===== src/hdl/periph_pkg.sv =====
package periph_pkg;

    // Peripheral port geometry
    localparam int WB_DATA_W     = 32;
    localparam int WB_SEL_W      = 4;
    localparam int WB_ADDR_W     = 16;
    localparam int SLAVE_FIELD_W = 4;
    localparam int OFFSET_W      = 12;

    // LED matrix geometry
    localparam int MATRIX_BANKS  = 4;
    localparam int ROW_DATA_W    = 8;

    typedef struct packed {
        logic                 cyc;
        logic                 stb;
        logic                 we;
        logic [WB_ADDR_W-1:0] adr;
        logic [WB_DATA_W-1:0] dat;
        logic [WB_SEL_W-1:0]  sel;
    } wb_req_t;

    typedef struct packed {
        logic                 ack;
        logic                 err;
        logic [WB_DATA_W-1:0] dat;
    } wb_rsp_t;

    typedef struct packed {
        logic [MATRIX_BANKS-1:0] bank;
        logic [ROW_DATA_W-1:0]   row_data;
        logic                    row_oe_n;
        logic                    col_first;
        logic                    col_advance;
    } matrix_drive_t;

    // Slot 1 was the USB serial port, now unmapped
    typedef enum logic [SLAVE_FIELD_W-1:0] {
        SLV_MISC    = 4'd0,
        SLV_SERIAL  = 4'd1,
        SLV_DISPLAY = 4'd2
    } slave_sel_e;

    typedef enum logic [1:0] {
        SCAN_IDLE,
        SCAN_ADVANCE,
        SCAN_DWELL
    } scan_state_e;

    // Register offsets, in words
    localparam logic [OFFSET_W-1:0] MISC_LED_OFS    = 12'd0;
    localparam logic [OFFSET_W-1:0] MISC_BTN_OFS    = 12'd1;
    localparam logic [OFFSET_W-1:0] MISC_AUDIO_OFS  = 12'd2;
    localparam logic [OFFSET_W-1:0] MATRIX_CTRL_OFS = 12'hFFF;

endpackage

===== src/hdl/periph_top.sv =====
`timescale 1ns/10ps

module periph_top import periph_pkg::*; #(
    parameter int SAMPLE_DEPTH = 12,
    parameter int MIC_DIV      = 2,
    parameter int MATRIX_COLS  = 8,
    parameter int COL_DWELL    = 16
) (
    input  logic          clk_24mhz,
    input  logic          reset_i,
    input  wb_req_t       wb_req_i,
    output wb_rsp_t       wb_rsp_o,
    input  logic [1:0]    buttons_i,
    output logic [2:0]    leds_o,
    input  logic          mic_data_i,
    output logic          mic_clk_o,
    output matrix_drive_t matrix_o,
    output logic          frame_complete_o
);

    localparam int COL_W  = $clog2(MATRIX_COLS);
    localparam int BANK_W = $clog2(MATRIX_BANKS);

    wb_req_t                 misc_req;
    wb_rsp_t                 misc_rsp;
    wb_req_t                 disp_req;
    wb_rsp_t                 disp_rsp;
    logic [SAMPLE_DEPTH-1:0] audio;
    logic                    scan_enable;
    logic [BANK_W-1:0]       rd_bank;
    logic [COL_W-1:0]        rd_col;
    logic [ROW_DATA_W-1:0]   rd_data;

    // ------------------------------------------------------------------
    // Bus decode
    wb_periph_router router_inst (
        .clk_24mhz  ( clk_24mhz ),
        .reset_i    ( reset_i   ),
        .req_i      ( wb_req_i  ),
        .rsp_o      ( wb_rsp_o  ),
        .misc_req_o ( misc_req  ),
        .misc_rsp_i ( misc_rsp  ),
        .disp_req_o ( disp_req  ),
        .disp_rsp_i ( disp_rsp  )
    );

    // ------------------------------------------------------------------
    // Slot 0, LEDs, buttons and audio
    misc_regs #(
        .SAMPLE_DEPTH ( SAMPLE_DEPTH )
    ) misc_inst (
        .clk_24mhz ( clk_24mhz ),
        .reset_i   ( reset_i   ),
        .req_i     ( misc_req  ),
        .rsp_o     ( misc_rsp  ),
        .buttons_i ( buttons_i ),
        .audio_i   ( audio     ),
        .leds_o    ( leds_o    )
    );

    pdm_decimator #(
        .SAMPLE_DEPTH ( SAMPLE_DEPTH ),
        .MIC_DIV      ( MIC_DIV      )
    ) mic_inst (
        .clk_24mhz  ( clk_24mhz  ),
        .reset_i    ( reset_i    ),
        .mic_data_i ( mic_data_i ),
        .mic_clk_o  ( mic_clk_o  ),
        .audio_o    ( audio      )
    );

    // ------------------------------------------------------------------
    // Slot 2, LED matrix
    matrix_regs #(
        .MATRIX_COLS ( MATRIX_COLS )
    ) disp_regs_inst (
        .clk_24mhz ( clk_24mhz   ),
        .reset_i   ( reset_i     ),
        .req_i     ( disp_req    ),
        .rsp_o     ( disp_rsp    ),
        .enable_o  ( scan_enable ),
        .rd_bank_i ( rd_bank     ),
        .rd_col_i  ( rd_col      ),
        .rd_data_o ( rd_data     )
    );

    matrix_scanner #(
        .MATRIX_COLS ( MATRIX_COLS ),
        .COL_DWELL   ( COL_DWELL   )
    ) scanner_inst (
        .clk_24mhz        ( clk_24mhz        ),
        .reset_i          ( reset_i          ),
        .enable_i         ( scan_enable      ),
        .rd_bank_o        ( rd_bank          ),
        .rd_col_o         ( rd_col           ),
        .rd_data_i        ( rd_data          ),
        .matrix_o         ( matrix_o         ),
        .frame_complete_o ( frame_complete_o )
    );

endmodule


===== src/hdl/matrix_scanner.sv =====
`timescale 1ns/10ps

module matrix_scanner import periph_pkg::*; #(
    parameter  int MATRIX_COLS = 8,
    parameter  int COL_DWELL   = 16,
    localparam int COL_W       = $clog2(MATRIX_COLS),
    localparam int BANK_W      = $clog2(MATRIX_BANKS)
) (
    input  logic                  clk_24mhz,
    input  logic                  reset_i,
    input  logic                  enable_i,
    output logic [BANK_W-1:0]     rd_bank_o,
    output logic [COL_W-1:0]      rd_col_o,
    input  logic [ROW_DATA_W-1:0] rd_data_i,
    output matrix_drive_t         matrix_o,
    output logic                  frame_complete_o
);

    localparam int DWELL_W = $clog2(COL_DWELL);
    // COL_DWELL - 1 dwell cycles per column, at least one
    localparam logic [DWELL_W-1:0] DWELL_LAST = DWELL_W'(COL_DWELL - 2);

    scan_state_e        state_q;
    logic [BANK_W-1:0]  bank_q;
    logic [COL_W-1:0]   col_q;
    logic [DWELL_W-1:0] dwell_q;
    logic               last_col;
    logic               last_bank;
    logic               frame_q;

    assign last_col  = (col_q == COL_W'(MATRIX_COLS - 1));
    assign last_bank = (bank_q == BANK_W'(MATRIX_BANKS - 1));

    always_ff @(posedge clk_24mhz) begin
        if (reset_i || !enable_i) begin
            state_q <= SCAN_IDLE;
            bank_q  <= '0;
            col_q   <= '0;
            dwell_q <= '0;
            frame_q <= 1'b0;
        end else begin
            frame_q <= 1'b0;
            case (state_q)
                SCAN_IDLE: state_q <= SCAN_ADVANCE;
                SCAN_ADVANCE: begin
                    state_q <= SCAN_DWELL;
                    dwell_q <= '0;
                end
                SCAN_DWELL: begin
                    if (dwell_q == DWELL_LAST) begin
                        state_q <= SCAN_ADVANCE;
                        if (last_col) begin
                            col_q   <= '0;
                            bank_q  <= last_bank ? '0 : bank_q + 1'b1;
                            // Shows up in the advance cycle of bank 0, column 0
                            frame_q <= last_bank;
                        end else begin
                            col_q <= col_q + 1'b1;
                        end
                    end else begin
                        dwell_q <= dwell_q + 1'b1;
                    end
                end
                default: state_q <= SCAN_IDLE;
            endcase
        end
    end

    assign rd_bank_o = bank_q;
    assign rd_col_o  = col_q;

    always_comb begin
        matrix_o          = '0;
        matrix_o.row_oe_n = (state_q != SCAN_DWELL);
        if (state_q != SCAN_IDLE) begin
            matrix_o.bank        = MATRIX_BANKS'(1) << bank_q;
            matrix_o.row_data    = rd_data_i;
            matrix_o.col_advance = (state_q == SCAN_ADVANCE);
            matrix_o.col_first   = (state_q == SCAN_ADVANCE) && (col_q == '0);
        end
    end

    assign frame_complete_o = frame_q;

    assert property (@(posedge clk_24mhz) disable iff (reset_i)
        (state_q != SCAN_IDLE) |-> $onehot(matrix_o.bank));

endmodule


===== src/hdl/matrix_regs.sv =====
`timescale 1ns/10ps

module matrix_regs import periph_pkg::*; #(
    parameter  int MATRIX_COLS = 8,
    localparam int COL_W       = $clog2(MATRIX_COLS),
    localparam int BANK_W      = $clog2(MATRIX_BANKS)
) (
    input  logic                  clk_24mhz,
    input  logic                  reset_i,
    input  wb_req_t               req_i,
    output wb_rsp_t               rsp_o,
    output logic                  enable_o,
    input  logic [BANK_W-1:0]     rd_bank_i,
    input  logic [COL_W-1:0]      rd_col_i,
    output logic [ROW_DATA_W-1:0] rd_data_o
);

    localparam int FRAME_DEPTH = MATRIX_BANKS * MATRIX_COLS;
    localparam int FRAME_AW    = $clog2(FRAME_DEPTH);

    logic [ROW_DATA_W-1:0] frame_mem [FRAME_DEPTH];

    logic [OFFSET_W-1:0]  ofs;
    logic [FRAME_AW-1:0]  bus_idx;
    logic [FRAME_AW-1:0]  scan_idx;
    logic                 in_frame;
    logic                 access;
    logic                 ack_q;
    logic                 enable_q;
    logic [WB_DATA_W-1:0] rd_word;
    logic [WB_DATA_W-1:0] dat_q;

    assign ofs      = req_i.adr[OFFSET_W-1:0];
    assign bus_idx  = ofs[FRAME_AW-1:0];
    assign in_frame = (ofs < OFFSET_W'(FRAME_DEPTH));
    assign access   = req_i.cyc && req_i.stb && !ack_q;

    // Bank-major layout
    assign scan_idx  = FRAME_AW'(rd_bank_i) * FRAME_AW'(MATRIX_COLS) + FRAME_AW'(rd_col_i);
    assign rd_data_o = frame_mem[scan_idx];

    always_ff @(posedge clk_24mhz) begin
        if (access && req_i.we && req_i.sel[0] && in_frame) begin
            frame_mem[bus_idx] <= req_i.dat[ROW_DATA_W-1:0];
        end
    end

    always_ff @(posedge clk_24mhz) begin
        if (reset_i) begin
            ack_q    <= 1'b0;
            enable_q <= 1'b0;
        end else begin
            ack_q <= access;
            if (access && req_i.we && req_i.sel[0] && ofs == MATRIX_CTRL_OFS) begin
                enable_q <= req_i.dat[0];
            end
        end
    end

    always_comb begin
        rd_word = '0;
        if (in_frame) begin
            rd_word[ROW_DATA_W-1:0] = frame_mem[bus_idx];
        end else if (ofs == MATRIX_CTRL_OFS) begin
            rd_word[0] = enable_q;
        end
    end

    always_ff @(posedge clk_24mhz) begin
        if (access) begin
            dat_q <= rd_word;
        end
    end

    assign rsp_o    = '{ack: ack_q, err: 1'b0, dat: dat_q};
    assign enable_o = enable_q;

endmodule


===== src/hdl/pdm_decimator.sv =====
`timescale 1ns/10ps

module pdm_decimator #(
    parameter int SAMPLE_DEPTH = 12,
    parameter int MIC_DIV      = 2
) (
    input  logic                    clk_24mhz,
    input  logic                    reset_i,
    input  logic                    mic_data_i,
    output logic                    mic_clk_o,
    output logic [SAMPLE_DEPTH-1:0] audio_o
);

    localparam int DIV_W = $clog2(MIC_DIV) + 1;
    // Window closes on sample number 2^SAMPLE_DEPTH - 1
    localparam logic [SAMPLE_DEPTH-1:0] LAST_SAMPLE = {{(SAMPLE_DEPTH-1){1'b1}}, 1'b0};

    logic [DIV_W-1:0]        div_cnt;
    logic                    mic_clk_q;
    logic                    div_wrap;
    logic                    mic_rise;
    logic [SAMPLE_DEPTH-1:0] sample_cnt;
    logic [SAMPLE_DEPTH-1:0] ones_cnt;

    assign div_wrap = (div_cnt == DIV_W'(MIC_DIV - 1));
    assign mic_rise = div_wrap && !mic_clk_q;

    always_ff @(posedge clk_24mhz) begin
        if (reset_i) begin
            div_cnt    <= '0;
            mic_clk_q  <= 1'b0;
            sample_cnt <= '0;
            ones_cnt   <= '0;
            audio_o    <= '0;
        end else begin
            if (div_wrap) begin
                div_cnt   <= '0;
                mic_clk_q <= !mic_clk_q;
            end else begin
                div_cnt <= div_cnt + 1'b1;
            end

            // Data is taken on the edge that raises the mic clock
            if (mic_rise) begin
                if (sample_cnt == LAST_SAMPLE) begin
                    audio_o    <= ones_cnt + SAMPLE_DEPTH'(mic_data_i);
                    ones_cnt   <= '0;
                    sample_cnt <= '0;
                end else begin
                    ones_cnt   <= ones_cnt + SAMPLE_DEPTH'(mic_data_i);
                    sample_cnt <= sample_cnt + 1'b1;
                end
            end
        end
    end

    assign mic_clk_o = mic_clk_q;

endmodule


===== src/hdl/misc_regs.sv =====
`timescale 1ns/10ps

module misc_regs import periph_pkg::*; #(
    parameter int SAMPLE_DEPTH = 12
) (
    input  logic                    clk_24mhz,
    input  logic                    reset_i,
    input  wb_req_t                 req_i,
    output wb_rsp_t                 rsp_o,
    input  logic [1:0]              buttons_i,
    input  logic [SAMPLE_DEPTH-1:0] audio_i,
    output logic [2:0]              leds_o
);

    logic [OFFSET_W-1:0]  ofs;
    logic                 access;
    logic                 ack_q;
    logic [WB_DATA_W-1:0] rd_word;
    logic [WB_DATA_W-1:0] dat_q;
    logic [2:0]           leds_q;
    logic [1:0]           btn_meta_q;
    logic [1:0]           btn_sync_q;

    assign ofs    = req_i.adr[OFFSET_W-1:0];
    // No new access while the ack of the held request is out
    assign access = req_i.cyc && req_i.stb && !ack_q;

    // Two-flop synchronizer for the button pins
    always_ff @(posedge clk_24mhz) begin
        btn_meta_q <= buttons_i;
        btn_sync_q <= btn_meta_q;
    end

    always_ff @(posedge clk_24mhz) begin
        if (reset_i) begin
            ack_q  <= 1'b0;
            leds_q <= '0;
        end else begin
            ack_q <= access;
            if (access && req_i.we && req_i.sel[0] && ofs == MISC_LED_OFS) begin
                leds_q <= req_i.dat[2:0];
            end
        end
    end

    always_comb begin
        rd_word = '0;
        case (ofs)
            MISC_LED_OFS:   rd_word[2:0] = leds_q;
            MISC_BTN_OFS:   rd_word[1:0] = btn_sync_q;
            MISC_AUDIO_OFS: rd_word[SAMPLE_DEPTH-1:0] = audio_i;
            default:        rd_word = '0;
        endcase
    end

    always_ff @(posedge clk_24mhz) begin
        if (access) begin
            dat_q <= rd_word;
        end
    end

    assign rsp_o  = '{ack: ack_q, err: 1'b0, dat: dat_q};
    assign leds_o = leds_q;

    // Held request must not produce a second ack
    assert property (@(posedge clk_24mhz) disable iff (reset_i) ack_q |=> !ack_q);

endmodule


===== src/hdl/wb_periph_router.sv =====
`timescale 1ns/10ps

module wb_periph_router import periph_pkg::*; (
    input  logic    clk_24mhz,
    input  logic    reset_i,
    input  wb_req_t req_i,
    output wb_rsp_t rsp_o,
    output wb_req_t misc_req_o,
    input  wb_rsp_t misc_rsp_i,
    output wb_req_t disp_req_o,
    input  wb_rsp_t disp_rsp_i
);

    slave_sel_e slv;
    logic       slot_unmapped;
    logic       err_q;

    // Slave number sits in the top address bits
    assign slv = slave_sel_e'(req_i.adr[WB_ADDR_W-1 -: SLAVE_FIELD_W]);

    assign slot_unmapped = (slv == SLV_SERIAL) || (slv > SLV_DISPLAY);

    // Address, data, we and sel fan out to every slave
    always_comb begin
        misc_req_o     = req_i;
        misc_req_o.cyc = req_i.cyc && (slv == SLV_MISC);
        misc_req_o.stb = req_i.stb && (slv == SLV_MISC);
        disp_req_o     = req_i;
        disp_req_o.cyc = req_i.cyc && (slv == SLV_DISPLAY);
        disp_req_o.stb = req_i.stb && (slv == SLV_DISPLAY);
    end

    // One-cycle error, same timing as a slave ack
    always_ff @(posedge clk_24mhz) begin
        if (reset_i) begin
            err_q <= 1'b0;
        end else begin
            err_q <= req_i.cyc && req_i.stb && slot_unmapped && !err_q;
        end
    end

    always_comb begin
        rsp_o = '0;
        case (slv)
            SLV_MISC:    rsp_o = misc_rsp_i;
            SLV_DISPLAY: rsp_o = disp_rsp_i;
            default:     rsp_o.err = err_q;
        endcase
    end

    // ------------------------------------------------------------------
    // Checks

    // Slave ack and router err come from different blocks
    assert property (@(posedge clk_24mhz) disable iff (reset_i)
        !(rsp_o.ack && rsp_o.err));

    assert property (@(posedge clk_24mhz) disable iff (reset_i)
        $onehot0({misc_req_o.stb, disp_req_o.stb}));

endmodule


===== config.mk =====
export PLATFORM = sky130hd
export DESIGN_NAME = periph_top
export DESIGN_NICKNAME = d
export VERILOG_FILES = /design/src/hdl/periph_pkg.sv /design/src/hdl/periph_top.sv /design/src/hdl/matrix_scanner.sv /design/src/hdl/matrix_regs.sv /design/src/hdl/pdm_decimator.sv /design/src/hdl/misc_regs.sv /design/src/hdl/wb_periph_router.sv
export SDC_FILE = /design/constraint.sdc
export NUM_CORES = 1
export LEC_CHECK = 0
export ABC_AREA = 1
export BUFFER_PORTS_ARGS = -buffer_cell sky130_fd_sc_hd__clkbuf_2
export CORE_UTILIZATION = 55
export DETAILED_ROUTE_END_ITERATION = 16
export PLACE_DENSITY = 0.78
export SYNTH_ARGS = -nofsm -noshare
export SYNTH_HDL_FRONTEND = slang
export SYNTH_SLANG_ARGS = --single-unit

===== constraint.sdc =====
create_clock -name clk_24mhz -period 1.8 [get_ports clk_24mhz]
set_clock_uncertainty 0.1 [all_clocks]
set_input_delay 0.09 -clock clk_24mhz [delete_from_list [all_inputs] [get_ports clk_24mhz]]
set_output_delay 0.09 -clock clk_24mhz [all_outputs]
set_load 0.005 [all_outputs]

==> results_dict.tcl <==
set metrics [dict create \
    status "complete, but fails checks" \
    violations "hold timing, setup timing" \
    async_flop_share_pct 0 \
    rsz0062_at_grt "yes" \
    area_growth_pct 27.6 \
    antenna_left 0 \
    die_area_um2 31500 \
    synth_edf_count 276 \
    die_h_um 177 \
    drc 0 \
    worst_pin_slew_ps 935 \
    place_hpwl_um 35100 \
    power_frac_clock_pct 44.8 \
    die_w_um 177 \
    finalCritPeriodShare_pct 139 \
    worst_hold_startpoint "wb_req_i[50]" \
    critical_path_class "flop to output pin" \
    wl_per_cell_um 21.4 \
    overflow 0 \
    r2r_end "disp_regs_inst.frame_mem[3][0]" \
    drv_cap 0 \
    ys_types 36 \
    min_path_cells 5 \
    place_congestion 0.992 \
    power_frac_comb_pct 6.1 \
    root_buffer "clkbuf_16" \
    whs_ps -54.3 \
    fin_nets 2336 \
    layout_commonest_cell "nand2_1" \
    cp.arrival_ps 2310 \
    cp-start-kind "flop" \
    grt_first_pass_wirelength_um 83900 \
    setup_viol 25 \
    min_to "misc_inst.ack_q" \
    drtIter0Drc 2604 \
    grt.total_usage_pct 35.5 \
    viasPerCell 6.09 \
    regArea_um2 9540 \
    ys_seq_elements 338 \
    drv_slew 0 \
    drive_gt1_share_pct 20.9 \
    rows 63 \
    hold_viol 1 \
    htreeDepth 2 \
    cts_made_buffers 37 \
    cts_buffer_depth 3 \
    clkTransAtPathRegs_ps 60 \
    final_cell_mix "904 x nand2_1, 276 x edfxtp_1, 196 x nand3_1, 110 x buf_4, 98 x nor2_1" \
    fin_ws_ps -703 \
    synth.avg_cell_area_um2 8.26 \
    fmax_mhz 399 \
    power_leakage_nw 9.03 \
    endpoint_kind "output pin" \
    total_power_mw 17.2 \
    ys.flop_type "edfxtp_1" \
    netlist_instances 2051 \
    synth_area_um2 16900 \
    seqPwrFrac_pct 49.2 \
    routed_wl_um 57400 \
    dr.pass1.iters 8 \
    multi_input_area_um2 7160 \
    worst_r2r_startpoint "disp_regs_inst.ack_q" \
    clkSinkCount 338 \
    vias 16300 \
    powerDensity_nw_per_um2 797 \
    reg2reg_slack_ps -10 \
    vdd_drop_max_v 0.000760 \
    relSlewSlack_pct 37.7 \
    seq_area_frac_synth_pct 56.3 \
    cts_tree "done" \
    io_buffers 66 \
    yosys_warnings 0 \
    grt_max_degree 40 \
    ios 114 \
    reg2reg_depth 10 \
    period_minus_slack_ps 2500 \
    antenna_found_initial 2 \
    core_um2 30000 \
    worstSkewPairLatency_ps 550 \
    p_int_mw 13.3 \
    worstPathMaxFanout 5 \
    grt_pass1_vias 15400 \
    crit_required_ps 1610 \
    start_util_pct 56.5 \
    worstHoldPathType "input port to flop" \
    switching_power_mw 3.90 \
    p_sw_share_pct 22.7 \
    fill_cells 2052 \
]
==> worst max-delay path, stage by stage (launching register included) <==
cell	delay (ps)
dfxtp_4	370
buf_12	140
buf_12	150
clkbuf_16	160
buf_4	150
o21ai_4	180
a21oi_4	110
nor2_2	140
nor2_2	60
nor2_4	140
clkbuf_2	140
==> how the worst max path moves through the flow <==
stage | to | depth (start not counted) | from
3_5_place_dp | disp_regs_inst.frame_mem[13][1] | 12 | wb_req_i[48]
3_3_place_gp | disp_regs_inst.frame_mem[31][1] | 11 | wb_req_i[48]
5_1_grt | matrix_o[6] | 10 | scanner_inst.rd_col_o[0]
6_report | matrix_o[6] | 10 | scanner_inst.rd_col_o[0]
4_1_cts | matrix_o[4] | 12 | scanner_inst.rd_col_o[0]
2_1_floorplan | disp_regs_inst.frame_mem[1][0] | 9 | wb_req_i[48]
==> through the flow <==
step / util (%) / cell area, µm² / setup TNS, ps / worst slack, ps / std cells
finish: 72.2 / 21600 / -5650 / -703 / 2682
global route: 72.2 / 21600 / -8740 / -708 / 2682
CTS: 69.4 / 20800 / -14200 / -585 / 2665
detailed placement: 62.7 / 18800 / -32940 / -206 / 2568
global placement: 62.7 / 18800 / -29240 / -185 / 2568
floorplan: - / 17000 / -33080 / -140 / 2070
==> cells in the mapped netlist (12+ instances only) <==
cell	n	area, µm²
nand2_1	929	3490
edfxtp_1	276	8290
nand3_1	227	1140
nor2_1	149	559
inv_1	90	338
dfxtp_1	62	1240
buf_2	56	280
a21oi_1	54	270
o21ai_0	48	240
clkbuf_1	25	93.8
buf_4	24	180
ha_1	14	175
nor3_1	14	70.1
buf_1	12	45.0
==> flip-flops by register name, summed over array words and instances (netlist names) <==
register                       cells
misc_inst.dat_q                   12
misc_inst.btn_meta_q               2
scanner_inst.frame_complete_o      1
mic_inst.ones_cnt                 12
mic_inst.sample_cnt               12
scanner_inst.rd_bank_o             2
misc_inst.ack_q                    1
disp_regs_inst.enable_o            1
misc_inst.leds_o                   3
disp_regs_inst.ack_q               1
scanner_inst.rd_col_o              3
mic_inst.mic_clk_o                 1
disp_regs_inst.dat_q               8
router_inst.err_q                  1
mic_inst.audio_o                  12
misc_inst.btn_sync_q               2
scanner_inst.dwell_q               4
scanner_inst.state_q               2
mic_inst.div_cnt                   2
disp_regs_inst.frame_mem         256
==> layer usage <==
metal,vias to the layer above,GRT usage (%),share of wire (%)
li1,7107,-,-
met1,7418,44.8,34
met2,1449,54.7,44
met3,348,10.0,16
met4,4,20.5,6.1
met5,-,0,0.19
==> timing repair <==
item,4_1_cts,5_1_grt
gates cloned,9,9
endpoints found under the hold margin,43,0
hold buffers,16,0
resized for setup,96,154
pin swaps,24,33
buffers inserted,4,11
setup endpoints to repair,104,299
==> power by group through the flow <==
stage | clock, mW | combinational, mW | sequential (mW)
3_3_place_gp | 0 | 0.897 | 8.64
3_5_place_dp | 0 | 0.915 | 8.64
4_1_cts | 7.73 | 0.945 | 8.47
2_1_floorplan | 0 | 0.489 | 8.64
6_report | 7.71 | 1.04 | 8.47
5_1_grt | 8.04 | 1.10 | 8.47
==> final cells by class <==
cell class	count	share of cell area (%)
clock inverter	22	1.08
timing repair inverter	2	0.110
inverter	99	1.89
antenna	1	0.0116
timing repair buffer	271	12.7
sequential	338	44.1
clock buffer	46	4.64
multi-input combinational	1513	33.1
tap	390	2.26
==> cell families after synthesis <==
group / Yosys count / synth area share (%)
simple gates: 1351 / 32.5
flops: 338 / 56.3
buf+inv: 219 / 5.93
compound gates: 116 / 3.61
fa+ha+maj: 14 / 1.03
xor+xnor: 12 / 0.621
other cells: 1 / 0.0221
(Power assumes the default switching activity.)
